## src/hw/dma_pkg.sv

```systemverilog
// DMA package with bus widths, address and length types, burst and beat descriptors
package dma_pkg;

    // --------------------------------------------------
    // Widths
    // --------------------------------------------------
    localparam int unsigned DataWidth   = 32;
    localparam int unsigned StrbWidth   = DataWidth / 8;
    localparam int unsigned OffsetWidth = $clog2(StrbWidth);
    localparam int unsigned AddrWidth   = 16;
    localparam int unsigned LenWidth    = 16;
    // Aligner byte queue holds two words
    localparam int unsigned QueueBytes  = 2 * StrbWidth;

    // --------------------------------------------------
    // Basic types
    // --------------------------------------------------
    typedef logic [AddrWidth-1:0]          addr_t;
    typedef logic [LenWidth-1:0]           len_t;
    typedef logic [DataWidth-1:0]          data_t;
    typedef logic [StrbWidth-1:0]          strb_t;
    typedef logic [OffsetWidth-1:0]        offset_t;
    // Bytes in one burst, 1 to StrbWidth
    typedef logic [OffsetWidth:0]          beat_len_t;
    // Fill level of the aligner queue, 0 to QueueBytes
    typedef logic [$clog2(QueueBytes):0]   fill_t;

    // --------------------------------------------------
    // Descriptors
    // --------------------------------------------------
    // Read burst, word address plus first byte and byte count
    typedef struct packed {
        addr_t     addr;
        offset_t   offset;
        beat_len_t len;
    } rd_burst_t;

    // Write burst, last marks the final burst of a transfer
    typedef struct packed {
        addr_t     addr;
        offset_t   offset;
        beat_len_t len;
        logic      last;
    } wr_burst_t;

    // Returned read word with the bytes it carries
    typedef struct packed {
        data_t     data;
        offset_t   offset;
        beat_len_t len;
    } rd_beat_t;

endpackage

```

## src/hw/dma_stream_fifo.sv

```systemverilog
// Two-entry valid/ready stream FIFO with a type-parameterized payload
module dma_stream_fifo #(
    parameter type payload_t = logic
) (
    input  logic     clk_i,
    input  logic     arst_n_i,
    // Push side
    input  logic     push_valid_i,
    output logic     push_ready_o,
    input  payload_t push_data_i,
    // Pop side
    output logic     pop_valid_o,
    input  logic     pop_ready_i,
    output payload_t pop_data_o
);

    // Storage, no reset needed
    payload_t   mem_q [2];
    logic       wr_ptr_q;
    logic       rd_ptr_q;
    // Entries held, 0 to 2
    logic [1:0] count_q;
    logic       push;
    logic       pop;

    assign push_ready_o = (count_q != 2'd2);
    assign pop_valid_o  = (count_q != 2'd0);
    assign pop_data_o   = mem_q[rd_ptr_q];
    assign push         = push_valid_i & push_ready_o;
    assign pop          = pop_valid_o & pop_ready_i;

    // Pointers and fill count
    always_ff @(posedge clk_i or negedge arst_n_i) begin
        if (!arst_n_i) begin
            wr_ptr_q <= 1'b0;
            rd_ptr_q <= 1'b0;
            count_q  <= 2'd0;
        end else begin
            if (push) wr_ptr_q <= ~wr_ptr_q;
            if (pop)  rd_ptr_q <= ~rd_ptr_q;
            count_q <= count_q + {1'b0, push} - {1'b0, pop};
        end
    end

    always_ff @(posedge clk_i) begin
        if (push) begin
            mem_q[wr_ptr_q] <= push_data_i;
        end
    end

    // A push held off by a full FIFO waits with its payload unchanged
    assert property (@(posedge clk_i) disable iff (!arst_n_i)
        (push_valid_i && !push_ready_o) |=> (push_valid_i && $stable(push_data_i)));

endmodule

```

## src/hw/dma_legalizer.sv

```systemverilog
// Legalizer splitting a 1D transfer into word-bounded read and write bursts
module dma_legalizer import dma_pkg::*; (
    input  logic      clk_i,
    input  logic      arst_n_i,
    // Transfer request
    input  addr_t     req_src_addr_i,
    input  addr_t     req_dst_addr_i,
    input  len_t      req_length_i,
    input  logic      req_valid_i,
    output logic      req_ready_o,
    // Read bursts
    output logic      rd_valid_o,
    input  logic      rd_ready_i,
    output rd_burst_t rd_burst_o,
    // Write bursts
    output logic      wr_valid_o,
    input  logic      wr_ready_i,
    output wr_burst_t wr_burst_o,
    // Completion from the writer
    input  logic      done_i,
    output logic      busy_o
);

    // Bytes up to the next word boundary, capped by what remains
    function automatic beat_len_t burst_bytes(input addr_t addr, input len_t len);
        beat_len_t to_bound;
        to_bound = beat_len_t'(StrbWidth) - beat_len_t'(addr[OffsetWidth-1:0]);
        if (len < len_t'(to_bound)) begin
            return beat_len_t'(len);
        end
        return to_bound;
    endfunction

    // Read and write machine state
    addr_t     r_addr_q;
    addr_t     w_addr_q;
    len_t      r_len_q;
    len_t      w_len_q;
    logic      r_busy_q;
    logic      w_busy_q;
    // Whole transfer state
    logic      busy_q;
    logic      ready_q;

    beat_len_t r_num;
    beat_len_t w_num;
    logic      r_last;
    logic      w_last;
    logic      r_step;
    logic      w_step;
    logic      accept;

    // New request only with both machines idle
    assign req_ready_o = ready_q & ~r_busy_q & ~w_busy_q;
    assign accept      = req_valid_i & req_ready_o;
    assign busy_o      = busy_q;

    // --------------------------------------------------
    // Burst sizing
    // --------------------------------------------------
    assign r_num  = burst_bytes(r_addr_q, r_len_q);
    assign w_num  = burst_bytes(w_addr_q, w_len_q);
    // Final burst when it covers the remainder
    assign r_last = (r_len_q == len_t'(r_num));
    assign w_last = (w_len_q == len_t'(w_num));
    assign r_step = rd_valid_o & rd_ready_i;
    assign w_step = wr_valid_o & wr_ready_i;

    // --------------------------------------------------
    // Burst outputs
    // --------------------------------------------------
    assign rd_valid_o = r_busy_q;
    assign wr_valid_o = w_busy_q;

    assign rd_burst_o = '{
        addr:   {r_addr_q[AddrWidth-1:OffsetWidth], {OffsetWidth{1'b0}}},
        offset: r_addr_q[OffsetWidth-1:0],
        len:    r_num
    };

    assign wr_burst_o = '{
        addr:   {w_addr_q[AddrWidth-1:OffsetWidth], {OffsetWidth{1'b0}}},
        offset: w_addr_q[OffsetWidth-1:0],
        len:    w_num,
        last:   w_last
    };

    // --------------------------------------------------
    // State
    // --------------------------------------------------
    // Machines run decoupled, each stalls on its own FIFO
    always_ff @(posedge clk_i or negedge arst_n_i) begin
        if (!arst_n_i) begin
            r_busy_q <= 1'b0;
            w_busy_q <= 1'b0;
        end else if (accept) begin
            r_busy_q <= 1'b1;
            w_busy_q <= 1'b1;
        end else begin
            if (r_step && r_last) r_busy_q <= 1'b0;
            if (w_step && w_last) w_busy_q <= 1'b0;
        end
    end

    // Address and remaining length, loaded on accept
    always_ff @(posedge clk_i) begin
        if (accept) begin
            r_addr_q <= req_src_addr_i;
            w_addr_q <= req_dst_addr_i;
            r_len_q  <= req_length_i;
            w_len_q  <= req_length_i;
        end else begin
            if (r_step) begin
                r_addr_q <= r_addr_q + addr_t'(r_num);
                r_len_q  <= r_len_q - len_t'(r_num);
            end
            if (w_step) begin
                w_addr_q <= w_addr_q + addr_t'(w_num);
                w_len_q  <= w_len_q - len_t'(w_num);
            end
        end
    end

    // Busy until the writer finishes, ready low during reset
    always_ff @(posedge clk_i or negedge arst_n_i) begin
        if (!arst_n_i) begin
            busy_q  <= 1'b0;
            ready_q <= 1'b0;
        end else if (accept) begin
            busy_q  <= 1'b1;
            ready_q <= 1'b0;
        end else if (done_i) begin
            busy_q  <= 1'b0;
            ready_q <= 1'b1;
        end else if (!busy_q) begin
            ready_q <= 1'b1;
        end
    end

    // Zero-length transfers are illegal
    assert property (@(posedge clk_i) disable iff (!arst_n_i)
        accept |-> (req_length_i != '0));

endmodule

```

## src/hw/dma_obi_reader.sv

```systemverilog
// OBI read master pairing returned words with their burst metadata
module dma_obi_reader import dma_pkg::*; (
    input  logic      clk_i,
    input  logic      arst_n_i,
    // Read bursts from the legalizer
    input  logic      burst_valid_i,
    output logic      burst_ready_o,
    input  rd_burst_t burst_i,
    // OBI read port
    output logic      rd_req_o,
    output addr_t     rd_addr_o,
    input  logic      rd_gnt_i,
    input  logic      rd_rvalid_i,
    input  data_t     rd_rdata_i,
    // Read beats to the aligner
    output logic      beat_valid_o,
    input  logic      beat_ready_i,
    output rd_beat_t  beat_o
);

    logic      meta_ready;
    logic      meta_valid;
    rd_burst_t meta_head;
    logic      beat_fire;

    // Returned words waiting for the aligner
    data_t      data_q [2];
    logic       data_wr_q;
    logic       data_rd_q;
    logic [1:0] data_cnt_q;

    // --------------------------------------------------
    // Request side
    // --------------------------------------------------
    // Issue only with room for the metadata
    assign rd_req_o      = burst_valid_i & meta_ready;
    assign rd_addr_o     = burst_i.addr;
    assign burst_ready_o = meta_ready & rd_gnt_i;

    // Metadata lives until its beat is consumed
    dma_stream_fifo #(
        .payload_t (rd_burst_t)
    ) i_meta_fifo (
        .clk_i        (clk_i),
        .arst_n_i     (arst_n_i),
        .push_valid_i (rd_req_o & rd_gnt_i),
        .push_ready_o (meta_ready),
        .push_data_i  (burst_i),
        .pop_valid_o  (meta_valid),
        .pop_ready_i  (beat_fire),
        .pop_data_o   (meta_head)
    );

    // --------------------------------------------------
    // Response side
    // --------------------------------------------------
    assign beat_valid_o = (data_cnt_q != 2'd0);
    assign beat_fire    = beat_valid_o & beat_ready_i;
    // Head word pairs with head metadata, both in order
    assign beat_o = '{data: data_q[data_rd_q], offset: meta_head.offset, len: meta_head.len};

    always_ff @(posedge clk_i or negedge arst_n_i) begin
        if (!arst_n_i) begin
            data_wr_q  <= 1'b0;
            data_rd_q  <= 1'b0;
            data_cnt_q <= 2'd0;
        end else begin
            if (rd_rvalid_i) data_wr_q <= ~data_wr_q;
            if (beat_fire)   data_rd_q <= ~data_rd_q;
            data_cnt_q <= data_cnt_q + {1'b0, rd_rvalid_i} - {1'b0, beat_fire};
        end
    end

    always_ff @(posedge clk_i) begin
        if (rd_rvalid_i) begin
            data_q[data_wr_q] <= rd_rdata_i;
        end
    end

    // Every response belongs to a granted read still on record
    assert property (@(posedge clk_i) disable iff (!arst_n_i)
        rd_rvalid_i |-> (meta_valid && data_cnt_q != 2'd2));

endmodule

```

## src/hw/dma_byte_aligner.sv

```systemverilog
// Byte queue realigning read beats into write words with strobes
module dma_byte_aligner import dma_pkg::*; (
    input  logic      clk_i,
    input  logic      arst_n_i,
    // Read beats
    input  logic      beat_valid_i,
    output logic      beat_ready_o,
    input  rd_beat_t  beat_i,
    // Write bursts
    input  logic      burst_valid_i,
    output logic      burst_ready_o,
    input  wr_burst_t burst_i,
    // Write words to the writer
    output logic      wr_valid_o,
    input  logic      wr_ready_i,
    output addr_t     wr_addr_o,
    output data_t     wr_data_o,
    output strb_t     wr_strb_o,
    output logic      wr_last_o
);

    // Byte 0 is the queue head
    logic [7:0] q_q [QueueBytes];
    logic [7:0] q_d [QueueBytes];
    fill_t      fill_q;
    fill_t      fill_d;
    fill_t      base;
    logic       take;
    logic       emit;

    // Beat only when all its bytes fit
    assign beat_ready_o = (fill_q + fill_t'(beat_i.len)) <= fill_t'(QueueBytes);
    assign take         = beat_valid_i & beat_ready_o;

    // Word ready once the queue holds the burst's bytes
    assign wr_valid_o    = burst_valid_i & (fill_q >= fill_t'(burst_i.len));
    assign emit          = wr_valid_o & wr_ready_i;
    assign burst_ready_o = emit;
    assign wr_addr_o     = burst_i.addr;
    assign wr_last_o     = burst_i.last;

    // --------------------------------------------------
    // Queue update
    // --------------------------------------------------
    always_comb begin
        q_d  = q_q;
        base = fill_q;
        // Drop the emitted bytes from the head
        if (emit) begin
            for (int j = 0; j < QueueBytes; j++) begin
                if (j + int'(burst_i.len) < QueueBytes) begin
                    q_d[j] = q_q[j + int'(burst_i.len)];
                end
            end
            base = fill_q - fill_t'(burst_i.len);
        end
        fill_d = base;
        // Append beat bytes starting at its offset
        if (take) begin
            for (int j = 0; j < QueueBytes; j++) begin
                if (j >= int'(base) && j < int'(base) + int'(beat_i.len)) begin
                    q_d[j] = beat_i.data[8 * (j - int'(base) + int'(beat_i.offset)) +: 8];
                end
            end
            fill_d = base + fill_t'(beat_i.len);
        end
    end

    // --------------------------------------------------
    // Output word
    // --------------------------------------------------
    // Head bytes land at the burst offset
    always_comb begin
        wr_data_o = '0;
        wr_strb_o = '0;
        for (int k = 0; k < StrbWidth; k++) begin
            if (k >= int'(burst_i.offset) && k < int'(burst_i.offset) + int'(burst_i.len)) begin
                wr_data_o[8*k +: 8] = q_q[k - int'(burst_i.offset)];
                wr_strb_o[k]        = 1'b1;
            end
        end
    end

    always_ff @(posedge clk_i or negedge arst_n_i) begin
        if (!arst_n_i) begin
            fill_q <= '0;
        end else begin
            fill_q <= fill_d;
        end
    end

    always_ff @(posedge clk_i) begin
        q_q <= q_d;
    end

    // Legalized bursts always carry at least one byte
    assert property (@(posedge clk_i) disable iff (!arst_n_i)
        emit |-> (wr_strb_o != '0));

endmodule

```

## src/hw/dma_obi_writer.sv

```systemverilog
// OBI write master with a registered request stage and completion pulse
module dma_obi_writer import dma_pkg::*; (
    input  logic  clk_i,
    input  logic  arst_n_i,
    // Write words from the aligner
    input  logic  wr_valid_i,
    output logic  wr_ready_o,
    input  addr_t wr_addr_i,
    input  data_t wr_data_i,
    input  strb_t wr_strb_i,
    input  logic  wr_last_i,
    // OBI write port
    output logic  wr_req_o,
    output addr_t wr_addr_o,
    output data_t wr_wdata_o,
    output strb_t wr_be_o,
    input  logic  wr_gnt_i,
    // Transfer finished
    output logic  done_o
);

    logic  req_q;
    logic  last_q;
    addr_t addr_q;
    data_t data_q;
    strb_t be_q;

    // Stage frees up on grant
    assign wr_ready_o = ~req_q | wr_gnt_i;
    assign wr_req_o   = req_q;
    assign wr_addr_o  = addr_q;
    assign wr_wdata_o = data_q;
    assign wr_be_o    = be_q;
    // One pulse, on the grant of the last write
    assign done_o     = req_q & wr_gnt_i & last_q;

    always_ff @(posedge clk_i or negedge arst_n_i) begin
        if (!arst_n_i) begin
            req_q <= 1'b0;
        end else if (wr_ready_o) begin
            req_q <= wr_valid_i;
        end
    end

    always_ff @(posedge clk_i) begin
        if (wr_valid_i && wr_ready_o) begin
            addr_q <= wr_addr_i;
            data_q <= wr_data_i;
            be_q   <= wr_strb_i;
            last_q <= wr_last_i;
        end
    end

    // A stalled word keeps its address and data until the stage takes it
    assert property (@(posedge clk_i) disable iff (!arst_n_i)
        (wr_valid_i && !wr_ready_o) |=>
            (wr_valid_i && $stable(wr_addr_i) && $stable(wr_data_i)));

endmodule

```

## src/hw/dma_top.sv

```systemverilog
// DMA top level wiring legalizer, burst FIFOs, reader, aligner and writer
module dma_top import dma_pkg::*; (
    input  logic  clk_i,
    input  logic  arst_n_i,
    // Transfer request
    input  addr_t req_src_addr_i,
    input  addr_t req_dst_addr_i,
    input  len_t  req_length_i,
    input  logic  req_valid_i,
    output logic  req_ready_o,
    output logic  busy_o,
    output logic  done_o,
    // OBI read port
    output logic  rd_req_o,
    output addr_t rd_addr_o,
    input  logic  rd_gnt_i,
    input  logic  rd_rvalid_i,
    input  data_t rd_rdata_i,
    // OBI write port
    output logic  wr_req_o,
    output addr_t wr_addr_o,
    output data_t wr_wdata_o,
    output strb_t wr_be_o,
    input  logic  wr_gnt_i
);

    // Legalizer to FIFOs
    logic      lg_rd_valid, lg_rd_ready, lg_wr_valid, lg_wr_ready;
    rd_burst_t lg_rd_burst;
    wr_burst_t lg_wr_burst;
    // FIFOs to reader and aligner
    logic      rf_valid, rf_ready, wf_valid, wf_ready;
    rd_burst_t rf_burst;
    wr_burst_t wf_burst;
    // Reader to aligner
    logic      beat_valid, beat_ready;
    rd_beat_t  beat;
    // Aligner to writer
    logic      al_valid, al_ready, al_last;
    addr_t     al_addr;
    data_t     al_data;
    strb_t     al_strb;

    dma_legalizer i_legalizer (
        .clk_i, .arst_n_i,
        .req_src_addr_i, .req_dst_addr_i, .req_length_i, .req_valid_i, .req_ready_o,
        .rd_valid_o (lg_rd_valid), .rd_ready_i (lg_rd_ready), .rd_burst_o (lg_rd_burst),
        .wr_valid_o (lg_wr_valid), .wr_ready_i (lg_wr_ready), .wr_burst_o (lg_wr_burst),
        .done_i     (done_o),      .busy_o
    );

    dma_stream_fifo #(.payload_t(rd_burst_t)) i_rd_fifo (
        .clk_i, .arst_n_i,
        .push_valid_i (lg_rd_valid), .push_ready_o (lg_rd_ready), .push_data_i (lg_rd_burst),
        .pop_valid_o  (rf_valid),    .pop_ready_i  (rf_ready),    .pop_data_o  (rf_burst)
    );

    dma_stream_fifo #(.payload_t(wr_burst_t)) i_wr_fifo (
        .clk_i, .arst_n_i,
        .push_valid_i (lg_wr_valid), .push_ready_o (lg_wr_ready), .push_data_i (lg_wr_burst),
        .pop_valid_o  (wf_valid),    .pop_ready_i  (wf_ready),    .pop_data_o  (wf_burst)
    );

    dma_obi_reader i_reader (
        .clk_i, .arst_n_i,
        .burst_valid_i (rf_valid), .burst_ready_o (rf_ready), .burst_i (rf_burst),
        .rd_req_o, .rd_addr_o, .rd_gnt_i, .rd_rvalid_i, .rd_rdata_i,
        .beat_valid_o  (beat_valid), .beat_ready_i (beat_ready), .beat_o (beat)
    );

    dma_byte_aligner i_aligner (
        .clk_i, .arst_n_i,
        .beat_valid_i  (beat_valid), .beat_ready_o  (beat_ready), .beat_i  (beat),
        .burst_valid_i (wf_valid),   .burst_ready_o (wf_ready),   .burst_i (wf_burst),
        .wr_valid_o    (al_valid),   .wr_ready_i    (al_ready),
        .wr_addr_o     (al_addr),    .wr_data_o     (al_data),
        .wr_strb_o     (al_strb),    .wr_last_o     (al_last)
    );

    dma_obi_writer i_writer (
        .clk_i, .arst_n_i,
        .wr_valid_i (al_valid), .wr_ready_o (al_ready),
        .wr_addr_i  (al_addr),  .wr_data_i  (al_data),
        .wr_strb_i  (al_strb),  .wr_last_i  (al_last),
        .wr_req_o, .wr_addr_o, .wr_wdata_o, .wr_be_o, .wr_gnt_i,
        .done_o
    );

endmodule

```

## config.mk

```make
export PLATFORM = sky130hd
export DESIGN_NAME = dma_top
export DESIGN_NICKNAME = d
export VERILOG_FILES = /design/src/hw/dma_pkg.sv /design/src/hw/dma_stream_fifo.sv /design/src/hw/dma_legalizer.sv /design/src/hw/dma_obi_reader.sv /design/src/hw/dma_byte_aligner.sv /design/src/hw/dma_obi_writer.sv /design/src/hw/dma_top.sv
export SDC_FILE = /design/constraint.sdc
export NUM_CORES = 1
export LEC_CHECK = 0
export BUFFER_PORTS_ARGS = -buffer_cell sky130_fd_sc_hd__buf_2
export CORE_ASPECT_RATIO = 0.8
export CORE_UTILIZATION = 45
export DETAILED_ROUTE_END_ITERATION = 10
export HOLD_SLACK_MARGIN = 0.12
export SYNTH_ARGS = -nofsm -noshare
export SYNTH_HDL_FRONTEND = slang
export SYNTH_HIERARCHICAL = 1
export SYNTH_SLANG_ARGS = --single-unit
```

## constraint.sdc

```tcl
create_clock -name clk_i -period 18.85 [get_ports clk_i]
set_clock_uncertainty 0.1 [all_clocks]
set_input_delay 1.885 -clock clk_i [delete_from_list [all_inputs] [get_ports clk_i]]
set_output_delay 1.885 -clock clk_i [all_outputs]
set_load 0.03 [all_outputs]
```

-- Word-level counts from Yosys, hierarchy flattened
Memory sizes are Yosys's and may differ from the RTL's.
Cells that the tools add are included.
- bitwise operators: 41
- magnitude comparators: 47
- reductions and logical operators: 23
- equal/unequal tests: 6
- multiplexer cells: 91
- $add $sub $neg: 53
- shifts and indexed selects: 8
- operators with widths (operator ; number):
    $ge 32x4->1 const B ; 12
    $not 32->32 ; 11
    $mux 8 ; 40
    $bmux 8 s3 ; 12
    $shiftx 32x32->8 ; 8
    $add 29x3->29 ; 8
    $lt 32x4->1 const B ; 7
    $lt 3x32->1 const A ; 4
    $lt 4x32->1 const A ; 4
    $mux 16 ; 8
    $mux 64 ; 2
    $lt 1x32->1 const A ; 2
    $lt 2x32->1 const A ; 2
    $add 16x3->16 ; 2
    $add 3x3->4 const A ; 8
    $eq 16x3->1 ; 2
    $lt 16x3->1 ; 2
    $not 3->32 ; 1
    $sub 16x3->16 ; 2
    $mux 1 ; 23
    $sub 3x4->5 const A ; 4
    $reduce_bool 2->1 ; 9
    $and 1x1->1 ; 17
    $add 2x3->4 const A ; 4
    27 further kinds ; 75
- memories: 4
- RAM bits: 184
- input bits: 86
- logic and storage cells: 310
- bits in registers: 206
- memories (name ; depth ; width ; read ports ; clocked after Yosys merged registers in ; write ports ; line ; text):
    i_reader.data_q ; 2 ; 32 ; 1 ; 0 ; 1 ; dma_obi_reader.sv:27 ; data_t data_q [2];
    i_reader.i_meta_fifo.mem_q ; 2 ; 21 ; 1 ; 0 ; 1 ; dma_stream_fifo.sv:18 ; payload_t mem_q [2];
    i_wr_fifo.mem_q ; 2 ; 20 ; 1 ; 0 ; 1 ; dma_stream_fifo.sv:18 ;
    i_rd_fifo.mem_q ; 2 ; 19 ; 1 ; 0 ; 1 ; dma_stream_fifo.sv:18 ;

-- Logic depth before layout (Yosys ltp)
An unclocked memory read counts as a cell.
- depth in word-level cells: 10
- gate-level depth with buffers: 22
- gate-level depth less buffers: 18

-- Hierarchy
The synthesis kept the hierarchy.
- modules (own cells, without submodules) (module ; cells an instance ; times used ; area each (µm²)):
    dma_byte_aligner ; 897 ; 1 ; 8763.4
    dma_legalizer ; 546 ; 1 ; 4823.4
    dma_stream_fifo at i_rd_fifo ... ; 82 ; 2 ; 1711.6
    dma_obi_reader ; 135 ; 1 ; 2795.2
    dma_stream_fifo at i_wr_fifo ; 90 ; 1 ; 1813.0
    dma_obi_writer ; 58 ; 1 ; 1651.6

-- Worst setup path after synthesis
Ideal clock, no wire load.
- kind: register to register
- start point: register i_wr_fifo.rd_ptr_q
- end point: register i_aligner/q_q[10] in the netlist's numbering
- stages on the path, launching flop included: 21
- slack: 12.887 ns
- data arrival time: 5.737 ns
- buffers on the path: 5
- path through: dfrtp_1 buf_2 mux2_2 clkbuf_1 buf_1 inv_1 fa_1 a211oi_1 a21oi_1 clkbuf_1 o21ai_0 inv_1 ha_1 buf_1 a21o_1 ha_1 a21oi_1 xnor3_1 o2bb2ai_1 nand2_1 mux2i_1
- RTL lines (item ; line ; text):
    start: declaration ; dma_stream_fifo.sv:20 ; logic rd_ptr_q;
    start signal: assignment ; dma_stream_fifo.sv:40 ; if (pop) rd_ptr_q <= ~rd_ptr_q;
    end signal: assignment ; dma_byte_aligner.sv:93 ; q_q <= q_d;
    end: declaration ; dma_byte_aligner.sv:23 ; logic [7:0] q_q [QueueBytes];

==> impl_metrics.json <==
{
  "start_kind": "flip-flop",
  "root_buffer": "clkbuf_16",
  "dp_hpwl_um": 40000,
  "worstSetupPathType": "flip-flop to flip-flop",
  "grt_use_met1_pct": 35.0,
  "n_antenna_cell": 0,
  "critPathArrivalTime_ns": 6.55,
  "reg2reg_depth": 14,
  "drc_errors": 0,
  "gr-usage-all-layers_pct": 22.3,
  "mostFrequentLayoutCell": "edfxtp_1",
  "fp.dieW_um": 250,
  "cp_cell_sequence": "mux2_2 -> buf_4 -> inv_1 -> fa_1 -> a21o_1 -> a311oi_2 -> or2_1 -> inv_1 -> ha_1 -> nor4_1 -> o21ai_0 -> o2bb2ai_1 -> nand2_1 -> mux2i_1",
  "gp_congestion": 0.938,
  "hold_violations": 0,
  "die_y_um": 200,
  "numClockSinks": 366,
  "port_buffers": 158,
  "timing.rr.end": "i_aligner/q_q[8]$_DFF_P_",
  "antenna_left": 0,
  "fin_util_pct": 50.2,
  "syn_area_um2": 22100,
  "dieArea_um2": 50100,
  "hold_path_startpoint": "i_reader/i_meta_fifo/wr_ptr_q$_DFFE_PN0N_",
  "critPathRequiredTime_ns": 19.23,
  "fmax_mhz": 162,
  "drive_gt1_share_pct": 25.6,
  "routed_wl_um": 56200,
  "cts_tree": "done",
  "r2r_slack_ns": 12.68,
  "num_vias": 15500,
  "cts_buffers": 40,
  "rr_startpoint": "i_wr_fifo/rd_ptr_q$_DFFE_PN0P_",
  "layout.cells.most_common_list": "277 x edfxtp_1, 201 x nand2_1, 158 x buf_2",
  "wl_per_cell_um": 21.7,
  "start_util_pct": 45.7,
  "busiest_layer": "met1",
  "cts_resized": 0,
  "hold_path_depth": 1,
  "period_share_pct": 32.7,
  "finalNetCount": 2077,
  "avgSynthCellArea_um2": 12.0,
  "syn2layout_area_growth_pct": 9.99,
  "min_period_ns": 6.17,
  "finalSetupViolCount": 0,
  "drtIter0Drc": 1490,
  "multi_input_comb_area_um2": 10900,
  "slew_violations": 0,
  "htreeDepth": 2,
  "worst_hold_slack_ns": 0.389,
  "grt_pass1_wl_um": 87200,
  "fillers": 4277,
  "final_cells": 2584,
  "grt-ovfl-total": 0,
  "ff_latch_area_um2": 10200,
  "clk_path_buf_depth": 3,
  "maxSlewHeadroom_pct": 12.2,
  "cts-hold-fix-buffers": 0,
  "clk_pin_slew_ns": 0.06,
  "whs_endpoint": "i_reader/i_meta_fifo/wr_ptr_q$_DFFE_PN0N_",
  "outcome": "completed",
  "grt_pass1_vias": 14800,
  "crit_slowest_cell": "dfrtp_1",
  "first_pass_iters": 5,
  "crit_top_cell": "inv_1",
  "synth_warnings": 6,
  "use_met2_pct": 30.6,
  "met3_usage_pct": 5.34,
  "critPathBufInv": 3,
  "cp_top_family": "compound AO/OA/AOI/OAI gates",
  "core_um2": 48500,
  "setup_tns_ns": 0,
  "dpl.cell_count": 2512,
  "post_cts_buffers": 0,
  "path_max_fanout": 38,
  "grt_max_degree": 89,
  "grt_setup_unrepaired": "false",
  "antenna_found_initial": 0,
  "slowest_delay_ns": 1.01,
  "worst_pin_slew_ns": 1.31,
  "critPathCaptureType": "flip-flop",
  "ios": 159,
  "synth_cells": 1842,
  "vias_per_cell": 6.00,
  "min_path_type": "flip-flop to flip-flop",
  "clock_latency_ns": 0.56,
  "row_count": 72,
  "drv_cap": 0
}
==> cell type report <==
type                    count  area share [%]
multi-input cells        1278            44.8
flip-flops and latches    366            42.0
clock buffers              52            4.55
repair buffers            177            3.83
well taps                 629            3.23
inverters                  62           0.977
clock inverters            20           0.576
==> metrics by stage <==
stage	setup WS [ns]	instance area (µm²)
6_report	12.68	24300
5_1_grt	12.16	24300
4_1_cts	12.71	24300
3_5_place_dp	12.72	23100
3_3_place_gp	12.84	23100
2_1_floorplan	12.89	22100
==> flip-flops by register name, summed over array words and instances (netlist names), 4 cells and up <==
signal	flops
i_wr_fifo/mem_q	44
i_writer/wr_addr_o	16
i_rd_fifo/mem_q	42
i_legalizer/w_addr_q	16
i_legalizer/r_addr_q	16
i_writer/wr_be_o	4
i_aligner/q_q	64
i_legalizer/w_len_q	16
i_reader/data_q	64
i_legalizer/r_len_q	16
i_reader/i_meta_fifo/mem_q	10
i_aligner/fill_q	4
i_writer/wr_wdata_o	32
==> worst max path at each step <==
stage	start	end	slack, ns	cells after the start
final	i_wr_fifo/rd_ptr_q$_DFFE_PN0P_	i_aligner/q_q[8]$_DFF_P_	12.68	14
after detailed placement	i_wr_fifo/rd_ptr_q$_DFFE_PN0P_	i_aligner/q_q[36]$_DFF_P_	12.72	16
after floorplan	i_wr_fifo/rd_ptr_q$_DFFE_PN0P_	i_aligner/q_q[10]$_DFF_P_	12.89	20
after global routing	i_wr_fifo/rd_ptr_q$_DFFE_PN0P_	i_aligner/q_q[14]$_DFF_P_	12.16	13
after global placement	i_wr_fifo/rd_ptr_q$_DFFE_PN0P_	i_aligner/q_q[26]$_DFF_P_	12.84	17
after CTS	i_wr_fifo/rd_ptr_q$_DFFE_PN0P_	i_aligner/q_q[36]$_DFF_P_	12.71	16
==> layer usage <==
metal	vias up	routed length, µm	part of all wire, %
li1	7130	-	-
met1	7688	27200	48
met2	627	23200	41
met3	58	5000	8.9
met4	0	837	1.5
met5	-	0	0
Power is left out: the tool's default activity adds up to more than one toggle a clock period on the data nets, which glitch-free logic cannot reach.
